## src/hdl/fu_pkg.sv

```systemverilog
`default_nettype none

package fu_pkg;

	localparam int PRF_IDX_W   = 6;
	localparam int ROB_IDX_W   = 5;
	localparam int BR_MASK_W   = 4;
	localparam int FU_SEL_W    = 3;
	localparam int MULT_STAGES = 4;

	// tag 31 means no register write
	localparam logic [PRF_IDX_W-1:0] ZERO_REG = 6'd31;

	localparam logic [FU_SEL_W-1:0] FU_SEL_NONE         = 3'd0;
	localparam logic [FU_SEL_W-1:0] FU_SEL_ALU          = 3'd1;
	localparam logic [FU_SEL_W-1:0] FU_SEL_COND_BRANCH  = 3'd2;
	localparam logic [FU_SEL_W-1:0] FU_SEL_UNCOND_BRANCH = 3'd3;
	localparam logic [FU_SEL_W-1:0] FU_SEL_MULT         = 3'd4;

	// operate groups
	localparam logic [5:0] OP_INTA = 6'h10;
	localparam logic [5:0] OP_INTL = 6'h11;
	localparam logic [5:0] OP_INTS = 6'h12;
	localparam logic [5:0] OP_INTM = 6'h13;

	localparam logic [6:0] FN_ADDQ   = 7'h20;
	localparam logic [6:0] FN_SUBQ   = 7'h29;
	localparam logic [6:0] FN_CMPEQ  = 7'h2d;
	localparam logic [6:0] FN_CMPULT = 7'h1d;
	localparam logic [6:0] FN_AND    = 7'h00;
	localparam logic [6:0] FN_BIS    = 7'h20;
	localparam logic [6:0] FN_XOR    = 7'h40;
	localparam logic [6:0] FN_SLL    = 7'h39;
	localparam logic [6:0] FN_SRL    = 7'h34;
	localparam logic [6:0] FN_MULQ   = 7'h20;

	// branch opcodes
	localparam logic [5:0] OP_BR  = 6'h30;
	localparam logic [5:0] OP_BSR = 6'h34;
	localparam logic [5:0] OP_BEQ = 6'h39;
	localparam logic [5:0] OP_BNE = 6'h3d;
	localparam logic [5:0] OP_BLT = 6'h3a;
	localparam logic [5:0] OP_BGE = 6'h3e;

	// rb sits in the top 5 bits of rb_lit when lit is clear
	typedef struct packed {
		logic [5:0] opcode;
		logic [4:0] ra;
		logic [7:0] rb_lit;
		logic       lit;
		logic [6:0] func;
		logic [4:0] rc;
	} fu_op_fmt_t;

	typedef struct packed {
		logic [5:0]  opcode;
		logic [4:0]  ra;
		logic [20:0] disp;
	} fu_br_fmt_t;

	typedef union packed {
		fu_op_fmt_t op;
		fu_br_fmt_t br;
	} fu_inst_t;

	function automatic logic squash_hit(
		input logic [BR_MASK_W-1:0] mask,
		input logic [BR_MASK_W-1:0] fix
	);
		return |(mask & fix);
	endfunction

endpackage

`default_nettype wire

```

## src/hdl/fu_br.sv

```systemverilog
`timescale 1ns/1ns
`default_nettype none

module fu_br (
	input  logic                          clk,
	input  logic                          rst_i,
	input  logic                          start_i,
	input  logic [63:0]                   npc_i,
	input  logic [63:0]                   opa_i,
	input  fu_pkg::fu_inst_t              inst_i,
	input  logic [fu_pkg::PRF_IDX_W-1:0]  dest_tag_i,
	input  logic [fu_pkg::ROB_IDX_W:0]    rob_idx_i,
	input  logic [fu_pkg::BR_MASK_W-1:0]  br_mask_i,
	input  logic                          rob_br_recovery_i,
	input  logic                          rob_br_pred_correct_i,
	input  logic [fu_pkg::BR_MASK_W-1:0]  rob_br_tag_fix_i,
	output logic                          done_o,
	output logic                          wr_en_o,
	output logic [63:0]                   result_o,
	output logic [fu_pkg::PRF_IDX_W-1:0]  dest_tag_o,
	output logic [fu_pkg::ROB_IDX_W:0]    rob_idx_o,
	output logic                          taken_o,
	output logic [63:0]                   target_o
);

	logic                         taken_nxt;
	logic                         link_nxt;
	logic [63:0]                  disp_ext;
	logic [fu_pkg::BR_MASK_W-1:0] mask_r;
	logic [fu_pkg::BR_MASK_W-1:0] clr_bits;
	logic                         done_r;
	logic                         wr_en_r;
	logic                         kill_in;
	logic                         kill_out;

	assign clr_bits = rob_br_pred_correct_i ? rob_br_tag_fix_i : '0;
	assign kill_in  = rob_br_recovery_i & fu_pkg::squash_hit(br_mask_i, rob_br_tag_fix_i);
	assign kill_out = rob_br_recovery_i & fu_pkg::squash_hit(mask_r, rob_br_tag_fix_i);

	// word displacement
	assign disp_ext = {{41{inst_i.br.disp[20]}}, inst_i.br.disp, 2'b00};

	always_comb begin
		link_nxt  = 1'b0;
		taken_nxt = 1'b0;
		case (inst_i.br.opcode)
			fu_pkg::OP_BR, fu_pkg::OP_BSR: begin
				link_nxt  = 1'b1;
				taken_nxt = 1'b1;
			end
			fu_pkg::OP_BEQ: taken_nxt = (opa_i == 64'd0);
			fu_pkg::OP_BNE: taken_nxt = (opa_i != 64'd0);
			// signed tests only need the sign bit
			fu_pkg::OP_BLT: taken_nxt = opa_i[63];
			fu_pkg::OP_BGE: taken_nxt = ~opa_i[63];
			default:        taken_nxt = 1'b0;
		endcase
	end

	always_ff @(posedge clk) begin
		if (rst_i) begin
			done_r  <= 1'b0;
			wr_en_r <= 1'b0;
		end else begin
			done_r  <= start_i & ~kill_in;
			wr_en_r <= start_i & ~kill_in & link_nxt;
		end
	end

	always_ff @(posedge clk) begin
		if (start_i) begin
			result_o   <= npc_i;
			target_o   <= npc_i + disp_ext;
			taken_o    <= taken_nxt;
			dest_tag_o <= dest_tag_i;
			rob_idx_o  <= rob_idx_i;
			mask_r     <= br_mask_i & ~clr_bits;
		end
	end

	assign done_o  = done_r & ~kill_out;
	assign wr_en_o = wr_en_r & ~kill_out;

	a_wr_en_needs_done: assert property (@(posedge clk) disable iff (rst_i)
		wr_en_o |-> done_o);

endmodule

`default_nettype wire

```

## config.mk

```make
export PLATFORM = sky130hd
export DESIGN_NAME = fu_br
export DESIGN_NICKNAME = d
export VERILOG_FILES = /design/src/hdl/fu_pkg.sv /design/src/hdl/fu_br.sv
export SDC_FILE = /design/constraint.sdc
export NUM_CORES = 1
export LEC_CHECK = 0
export BUFFER_PORTS_ARGS = -buffer_cell sky130_fd_sc_hd__buf_2
export CORE_ASPECT_RATIO = 2
export CORE_MARGIN = 4
export CORE_UTILIZATION = 49
export DETAILED_ROUTE_END_ITERATION = 8
export PLACE_DENSITY = 0.76
export RECOVER_POWER = 50
export SYNTH_ARGS = -nofsm -noshare
export SYNTH_HDL_FRONTEND = slang
export SYNTH_SLANG_ARGS = --single-unit
```

## constraint.sdc

```tcl
create_clock -name clk -period 3.1 [get_ports clk]
set_clock_uncertainty 0.15 [all_clocks]
set_input_delay 0.31 -clock clk [delete_from_list [all_inputs] [get_ports clk]]
set_output_delay 0.31 -clock clk [all_outputs]
set_load 0.05 [all_outputs]
```

==> metrics.txt, run 1 <==
period utilization 0.982; Sink Count 145; YS warnings 0; crit path buf inv count 2; ANT nets after route 0; largest net degree at the start of global routing 56; worst-margin pin slew 1.39 ns; Root Driver clkbuf_16; DIE AREA 19500 µm²; Cell variety after synth 70; Via-to-Cell Ratio 5.54; Async S/R FF share, synth 0; drc violations 0; Final Max Slew Viols 0; width of the die 101 µm; fill count 1265; Net Sw Frac 0.358; leak pwr 5.31 nW; CP required 3.12 ns; Final setup viols 0; Worst-path clk slew 0.06 ns; sequential power share 0.365; critical path fanouts, max 4; Layout Nets 1482; clock share of power 0.293; total congestion overflow 0; Arr. time, crit path 3.06 ns; crit path from npc_i[34]; H-tree Lvls 4; CP Cell Sequence dlygate4sd3_1 > clkbuf_1 > ha_1 > a2111oi_0 > a21oi_2 > a211oi_2 > a31oi_4 > a21oi_4 > o21bai_1 > xor2_1; final hold violation count 0; CTS tree built; post-synthesis sequential element count 145; crit path kind primary input to flop; Detailed Routing Iterations Pass 1 7; mean cell area of the mapped netlist 11.3 µm²; status completed; Post-Syn Instances 748; number of global-route vias before repair 8424; wirelength, routed 27600 µm; Hold Path Class primary input to flop; Max Clock Freq 329 MHz; Setup crit end kind flop; number of I/O pins 328; min Tclk post-route 3.04 ns; Slew headroom 0.0744; ant diodes 0; GRT Util Overall 0.278; Syn-to-layout area delta 46.5%; critical path's largest stage delay 0.53 ns; Die H 193 µm; post-DR wirelength/cell 19.0 µm; Max IR drop VDD 0.000404 V; Critical Path Slowest Stage Cell dlygate4sd3_1; HPWL Detailed 21300 µm; CP endpoint target_o[53]; first-pass GRT wire length 42300 µm; initial core utilization 0.500; Overall Power 6.87 mW; fraction of final layout cells sized beyond drive strength 1 0.353; pwr dens 557 nW/µm²; critical path launch point type primary input; vias after detailed routing 8061; RSZ-0062 raised after global routing true; stages on the worst setup path 10; final RePlAce weighted congestion 0.972; Power Internal 4.40 mW; Num CTS Buffers 17; core area 16800 µm²; Psw 2.46 mW; Syn Nets 995; Rows 67; Seq/Total Area, Yosys 0.515; ys flop type edfxtp_1; PortBufs 322; mapped cell area 8420 µm²; Max Cap Viol 0; initial antenna violation count 0; clk buf depth 2; Crit path max-delay family compound AO/OA/AOI/OAI gates; total negative slack 0 ns; DR iter-0 viols 401; combinational share of power 0.342; number of synthesized flops with an enable pin 143
[power by group through the flow]
| stage | combinational (mW) | clock, mW | sequential [mW] |
|---|---|---|---|
| after CTS | 2.31 | 2.05 | 2.50 |
| final | 2.35 | 2.01 | 2.51 |
| after floorplan | 0.699 | 0 | 3.32 |
| after global routing | 2.48 | 2.14 | 2.52 |
| after global placement | 2.20 | 0 | 2.54 |
| after detailed placement | 2.22 | 0 | 2.54 |
[worst min path at each step]
stage | start | to | slack [ns] | depth (start not counted)
global placement | rob_idx_i[4] | rob_idx_o[4] | 0.34 | 1
finish | inst_i[0] | target_o[2] | 0.04 | 2
CTS | inst_i[0] | target_o[2] | 0.01 | 2
floorplan | rob_br_recovery_i | done_r | 0.26 | 1
global route | inst_i[0] | target_o[2] | 0.03 | 2
detailed placement | dest_tag_i[2] | dest_tag_o[2] | 0.34 | 1
[cell families (layout without fill, tap and decap cells)]
| family | count (synthesis) | after routing | share of synthesized area |
|---|---|---|---|
| AND/OR/NAND/NOR | 204 | 204 | 0.123 |
| buffers and inverters | 52 | 552 | 0.0273 |
| XOR/XNOR | 60 | 60 | 0.0624 |
| flip-flops | 145 | 145 | 0.515 |
| AO/OA/AOI/OAI | 225 | 225 | 0.179 |
| adder cells (fa/ha/maj) | 62 | 62 | 0.0930 |
[state kept, by name, summed over array words and instances, names as in the netlist]
register,count
taken_o,1
mask_r,4
done_r,1
wr_en_r,1
rob_idx_o,6
dest_tag_o,6
result_o,64
target_o,62
[Yosys cell counts (7+ instances only)]
| cell | n | share of area |
|---|---|---|
| nor3_1 | 12 | 0.0071 |
| a21o_1 | 28 | 0.025 |
| o21ai_0 | 33 | 0.020 |
| edfxtp_1 | 143 | 0.51 |
| and3_1 | 7 | 0.0052 |
| nand3_1 | 14 | 0.0083 |
| nor2b_1 | 7 | 0.0052 |
| nor2_1 | 44 | 0.020 |
| a21oi_1 | 73 | 0.043 |
| clkbuf_1 | 13 | 0.0058 |
| o21bai_1 | 14 | 0.012 |
| o21ai_1 | 7 | 0.0042 |
| nand2_1 | 49 | 0.022 |
| xnor2_1 | 40 | 0.042 |
| nand4_1 | 26 | 0.019 |
| ha_1 | 61 | 0.091 |
| buf_2 | 9 | 0.0053 |
| inv_1 | 22 | 0.0098 |
| nor4_1 | 20 | 0.015 |
| xor2_1 | 20 | 0.021 |
[repair_timing]
item,in CTS,in global routing
hold buffers,78,0
hold endpoints to repair,77,0
endpoints found under the setup margin,0,15
gates resized for setup,0,36
setup buffers,0,3
[area by class of cell]
class,count,area (µm²),share of cell area
Inverter,22,82.6,0.00670
Clock buffer,21,440,0.0357
Multi-Input combinational cell,551,4020,0.326
Clock inverter,11,131,0.0107
Timing Repair Buffer,498,3070,0.249
Sequential cell,145,4330,0.351
Tap cell,207,259,0.0210
[placed cells by master, fill, tap and decap left out, types with 20 or more instances in the layout]
| cell type | Yosys | final |
|---|---|---|
| a21oi_1 | 73 | 67 |
| buf_2 | 9 | 263 |
| nand2_1 | 49 | 49 |
| dlygate4sd3_1 | 0 | 78 |
| nand4_1 | 26 | 26 |
| buf_4 | 4 | 95 |
| xor2_1 | 20 | 20 |
| ha_1 | 61 | 53 |
| xnor2_1 | 40 | 40 |
| nor2_1 | 44 | 43 |
| a21o_1 | 28 | 28 |
| edfxtp_1 | 143 | 143 |
| inv_1 | 22 | 22 |
| nor4_1 | 20 | 20 |
| o21ai_0 | 33 | 29 |
| clkbuf_1 | 13 | 62 |
[routing by layer]
| layer | up-vias | routed length, µm | GRT usage | share of wire |
|---|---|---|---|---|
| met1 | 3811 | 9570 | 0.289 | 0.35 |
| li1 | 3835 | - | - | - |
| met3 | 84 | 1560 | 0.0497 | 0.056 |
| met4 | 0 | 1320 | 0.144 | 0.048 |
| met5 | - | 0 | 0 | 0 |
| met2 | 331 | 15200 | 0.512 | 0.55 |
[metrics by stage]
stage / setup slack, ns / utilization / hold WS (ns) / instance area [µm²] / cells
after floorplan: 0.346 / - / 0.258 / 8420 / 748
after global placement: -0.140 / 0.646 / 0.337 / 10900 / 1342
after detailed placement: -0.222 / 0.646 / 0.338 / 10900 / 1342
after CTS: 0.00912 / 0.726 / 0.0131 / 12200 / 1452
after global routing: -0.0520 / 0.732 / 0.0272 / 12300 / 1455
final: 0.0572 / 0.732 / 0.0367 / 12300 / 1455
(Power assumes the default switching activity.)
==> run 2: changes to the inputs <==
Settings changed: MAX_ROUTING_LAYER set to met4, PLACE_DENSITY 0.76 to not set, PLACE_DENSITY_LB_ADDON set to 0.25.
==> run 2 against run 1 <==
Setup slack got worse by 0.0069 ns. First-iteration DRC count decreased by 23%. Routed wire length fell by 2.8%. Total power about the same. Global-route usage up 0.17 points. The flow now finishes with violations (capacitance limit, slew limit). Flip-flop and latch count unchanged. Largest power group unchanged. Critical path type unchanged. Cell area increased by 0.68%. Non-clock buffer count is 4 higher. Utilization grew 0.50 points. Cell count rose by 0.27%.
==> metrics.txt, run 2 (synthesis results as in run 1) <==
status complete, but fails checks (was completed); failing checks capacitance limit, slew limit; ANT nets after route 0 (unchanged); wirelength, routed 26900 µm (was 27600 µm); largest net degree at the start of global routing 61 (was 56); worst-margin pin slew 1.68 ns (was 1.39 ns); Syn-to-layout area delta 47.5% (was 46.5%); CTS tree built (unchanged); ant diodes 0 (unchanged); Rows 67 (unchanged); initial antenna violation count 0 (unchanged); Max Cap Viol 1 (was 0); GRT Util Overall 0.279 (was 0.278); final hold violation count 0 (unchanged); leak pwr 5.35 nW (was 5.31 nW); number of I/O pins 328 (unchanged); H-tree Lvls 4 (unchanged); Sink Count 145 (unchanged); commonest non-fill, non-tap cell in the layout buf_2 (unchanged); clk buf depth 2 (unchanged); most frequent cells in the layout 267 x buf_2, 143 x edfxtp_1, 102 x buf_4, 77 x dlygate4sd3_1, 67 x a21oi_1 (was 263 x buf_2, 143 x edfxtp_1, 95 x buf_4, 78 x dlygate4sd3_1, 67 x a21oi_1); critical path launch point type primary input (unchanged); Top reg by flops result_o (unchanged); Core Util, Final 0.737 (was 0.732); vias after detailed routing 7998 (was 8061); pre-CTS setup slack -0.220 ns (was -0.222 ns); CP required 3.11 ns (was 3.12 ns); fraction of final layout cells sized beyond drive strength 1 0.362 (was 0.353); Via-to-Cell Ratio 5.48 (was 5.54); period utilization 0.984 (was 0.982); min Tclk post-route 3.05 ns (was 3.04 ns); RSZ-0062 raised after global routing true (unchanged); pwr dens 553 nW/µm² (was 557 nW/µm²); biggest registers after layout result_o: 64 flops, target_o: 62 flops (unchanged); Arr. time, crit path 3.06 ns (about the same); drc violations 0 (unchanged); fin cells 1459 (was 1455); max reg flops 64 (unchanged); Die H 193 µm (unchanged); Final setup viols 0 (unchanged); Num CTS Buffers 17 (unchanged); DIE AREA 19500 µm² (unchanged); DR iter-0 viols 307 (was 401); Max Clock Freq 328 MHz (was 329 MHz); post-route setup slack 0.0503 ns (was 0.0572 ns); hold slack 0.0388 ns (was 0.0367 ns); critical path fanouts, max 7 (was 4); Layout Nets 1486 (was 1482); Final Max Slew Viols 60 (was 0); Hold Path Class primary input to flop (unchanged); first-pass GRT wire length 41600 µm (was 42300 µm); width of the die 101 µm (unchanged); Setup crit end kind flop (unchanged); PortBufs 322 (unchanged); Root Driver clkbuf_16 (unchanged); Slew headroom -0.119 (was 0.0744); core area 16800 µm² (unchanged); post-DR wirelength/cell 18.4 µm (was 19.0 µm); Max IR drop VDD 0.000416 V (was 0.000404 V); Placed Instances 1349 (was 1342); crit path kind primary input to flop (unchanged); initial core utilization 0.500 (unchanged); Detailed Routing Iterations Pass 1 4 (was 7); final RePlAce weighted congestion 0.933 (was 0.972); number of global-route vias before repair 8377 (was 8424); total congestion overflow 0 (unchanged); HPWL Detailed 20700 µm (was 21300 µm); Worst-path clk slew 0.06 ns (about the same)
[run 2: cell count changes in the layout (fill, tap and decap cells not counted), sizes merged]
cell	delta
buf	+12
clkbuf	-11
clkdlybuf4s25	+1
clkinv	+3
dlygate4sd3	-1
[run 2: repair_timing]
item | in CTS | in global routing
buffers inserted | 0 | 1
setup endpoints to repair | 0 | 25
hold endpoints to repair | 77 | 0
resized for setup | 0 | 41
hold buffers | 78 | 0
[run 2: path summary, 6_finish.rpt]
check | from | end | slack [ns] | depth (start not counted)
worst max-delay path | npc_i[17] | target_o[57] | 0.05 | 12
worst min-delay path | inst_i[0] | target_o[2] | 0.04 | 2
[run 2: area by class of cell]
| type | instances | area, µm² |
|---|---|---|
| clock buffer | 18 | 429 |
| sequential | 145 | 4330 |
| tap | 207 | 259 |
| inverter | 22 | 82.6 |
| multi-input combinational | 551 | 4060 |
| timing repair buffer | 502 | 3110 |
| fill | 1206 | 4430 |
| clock inverter | 14 | 140 |
[run 2: layer usage]
layer  share of wire  GRT usage  up-vias
li1                -          -     3837
met1            0.35      0.294     3759
met2            0.55      0.497      321
met3           0.057     0.0433       81
met4           0.044      0.132        0
met5               0          -        -
[run 2: power by group]
| group | internal, mW | switching (mW) |
|---|---|---|
| Combinational | 0.785 | 1.57 |
| Sequential | 2.44 | 0.0639 |
| Clock | 1.18 | 0.823 |
[run 2: metrics by stage]
stage               area, µm²  total power, mW  TNS, ns
floorplan                8420             4.02        0
global placement        10900             4.73   -0.918
detailed placement      10900             4.76    -1.52
CTS                     12300             6.86        0
global route            12400             7.16   -0.120
finish                  12400             6.87        0
[run 2: worst max-delay path, cell delays in order]
cell	delay, ns
dlygate4sd3_1	0.54
clkbuf_1	0.12
ha_1	0.31
a21oi_1	0.17
o21ai_0	0.21
a21oi_1	0.20
nand3_1	0.17
a211oi_4	0.37
a31oi_4	0.15
a21oi_4	0.23
o21ai_1	0.12
xor2_1	0.15
==> run 3: changes to the inputs <==
Settings changed: CORE_UTILIZATION 49 to 50.
Clock period 3.1 ns to 3.45 ns, I/O delays scaled along.
==> run 3 against run 2 <==
The flow still finishes with violations (capacitance limit, slew limit). Hold slack worse by 0.0098 ns. Setup slack improved by 0.052 ns. Global-route usage is 0.27 points lower. Clock power is 9% lower.
==> metrics.txt, run 3 (synthesis results as in run 1) <==
Syn-to-layout area delta 38.0% (was 47.5%); first-pass GRT wire length 39800 µm (was 41600 µm); final RePlAce weighted congestion 0.956 (was 0.933); Setup crit end kind flop (unchanged); CTS tree built (unchanged); critical path's largest stage delay 0.55 ns (was 0.54 ns); post-DR wirelength/cell 18.7 µm (was 18.4 µm); fraction of final layout cells sized beyond drive strength 1 0.290 (was 0.362); ANT nets after route 0 (unchanged); Die H 192 µm (was 193 µm); most frequent cells in the layout 259 x buf_2, 143 x edfxtp_1, 76 x dlygate4sd3_1, 73 x a21oi_1, 63 x clkbuf_1 (was 267 x buf_2, 143 x edfxtp_1, 102 x buf_4, 77 x dlygate4sd3_1, 67 x a21oi_1); fill count 1257 (was 1206); PortBufs 322 (unchanged); Net Sw Frac 0.352 (was 0.358); min Tclk post-route 3.35 ns; total negative slack 0 ns (unchanged); Power Internal 3.91 mW (was 4.41 mW); DIE AREA 19100 µm² (was 19500 µm²); final hold violation count 0 (unchanged); sequential power share 0.374 (was 0.365); period utilization 0.970; Sink Count 145 (unchanged); critical path fanouts, max 4 (was 7); biggest registers after layout result_o: 64 flops, target_o: 62 flops (unchanged); initial core utilization 0.512 (was 0.500); CP Cell Sequence dlygate4sd3_1 > buf_2 > ha_1 > a21o_1 > o21bai_2 > o211ai_1 > a31oi_1 > a211oi_4 > a31oi_4 > a21oi_2 > o31ai_2 > xor2_1 (was dlygate4sd3_1 > clkbuf_1 > ha_1 > a21oi_1 > o21ai_0 > a21oi_1 > nand3_1 > a211oi_4 > a31oi_4 > a21oi_4 > o21ai_1 > xor2_1); commonest non-fill, non-tap cell in the layout buf_2 (unchanged); leak pwr 4.94 nW (was 5.35 nW); initial antenna violation count 0 (unchanged); Hold Path Class primary input to flop (unchanged); number of I/O pins 328 (unchanged); Num CTS Buffers 17 (unchanged); vias after detailed routing 7626 (was 7998); RSZ-0062 raised after global routing false (was true); crit path buf inv count 2 (unchanged); Root Driver clkbuf_16 (unchanged); wirelength, routed 25700 µm (was 26900 µm); Rows 66 (was 67); CP required 3.45 ns (was 3.11 ns); critical path launch point type primary input (unchanged); design area 11600 µm² (was 12400 µm²); Top reg by flops result_o (unchanged); Layout Nets 1410 (was 1486); clk buf depth 2 (unchanged); DP Area 10400 µm² (was 10900 µm²); Worst-path clk slew 0.05 ns (was 0.06 ns); width of the die 99.8 µm (was 101 µm); post-route setup slack 0.102 ns (was 0.0503 ns); DR iter-0 viols 304 (was 307); pre-CTS setup slack 0.0440 ns (was -0.220 ns); Max IR drop VDD 0.000332 V (was 0.000416 V); clock share of power 0.301 (was 0.292); combinational share of power 0.325 (was 0.343); failing checks capacitance limit, slew limit (unchanged); Psw 2.12 mW (was 2.46 mW); number of global-route vias before repair 7800 (was 8377); max reg flops 64 (unchanged); pwr dens 519 nW/µm² (was 553 nW/µm²); Final Max Slew Viols 63 (was 60); HPWL Detailed 19900 µm (was 20700 µm); Max Clock Freq 299 MHz; ant diodes 0 (unchanged); total congestion overflow 0 (unchanged); drc violations 0 (unchanged); worst-margin pin slew 1.55 ns (was 1.68 ns); largest net degree at the start of global routing 63 (was 61); crit path kind primary input to flop (unchanged); Arr. time, crit path 3.35 ns (was 3.06 ns); status complete, but fails checks (unchanged); Crit path max-delay family compound AO/OA/AOI/OAI gates (unchanged); Via-to-Cell Ratio 5.53 (was 5.48); Final setup viols 0 (unchanged); Max Cap Viol 2 (was 1); Detailed Routing Iterations Pass 1 5 (was 4); Slew headroom -0.0354 (was -0.119); Core Util, Final 0.707 (was 0.737); GRT Util Overall 0.277 (was 0.279); H-tree Lvls 4 (unchanged); Critical Path Slowest Stage Cell dlygate4sd3_1 (unchanged); core area 16400 µm² (was 16800 µm²)
==> run 3: path summary, 6_finish.rpt <==
path | startpoint | end | slack, ns | cells past startpoint
min | rst_i | done_r | 0.03 | 3
max | npc_i[6] | target_o[61] | 0.10 | 12
==> run 3: metrics by stage <==
step                      total power [mW]  instances  hold slack (ns)
final                                 6.03       1378           0.0290
after global routing                  6.29       1378           0.0224
after CTS                             6.06       1377           0.0121
after detailed placement              4.17       1271            0.373
after global placement                4.14       1271            0.371
after floorplan                       3.61        748            0.293
==> run 3: timing repair <==
item	4_1_cts	5_1_grt
hold buffers	76	0
resized for setup	0	3
setup endpoints to repair	0	6
buffers inserted	0	1
hold endpoints to repair	76	0
==> run 3: metal layers <==
layer | share of wire | up-vias | wire (µm) | track usage
met5 | 0 | - | 0 | -
met4 | 0.037 | 0 | 962 | 0.121
met3 | 0.053 | 65 | 1370 | 0.0475
met2 | 0.56 | 284 | 14300 | 0.495
met1 | 0.35 | 3591 | 9120 | 0.294
li1 | - | 3686 | - | -
==> run 3: power groups by stage <==
stage | combinational, mW | clock (mW) | sequential [mW]
detailed placement | 1.89 | 0 | 2.28
CTS | 1.96 | 1.85 | 2.25
global placement | 1.86 | 0 | 2.28
global route | 2.08 | 1.93 | 2.27
floorplan | 0.628 | 0 | 2.98
finish | 1.96 | 1.82 | 2.25
==> run 3: layout make-up <==
class | instances | area, µm² | area share
clock buffers | 17 | 425 | 0.0366
clock inverters | 13 | 146 | 0.0126
inverters | 22 | 82.6 | 0.00711
multi-input cells | 551 | 3880 | 0.334
flip-flops and latches | 145 | 4330 | 0.373
well taps | 204 | 255 | 0.0220
repair buffers | 426 | 2500 | 0.215
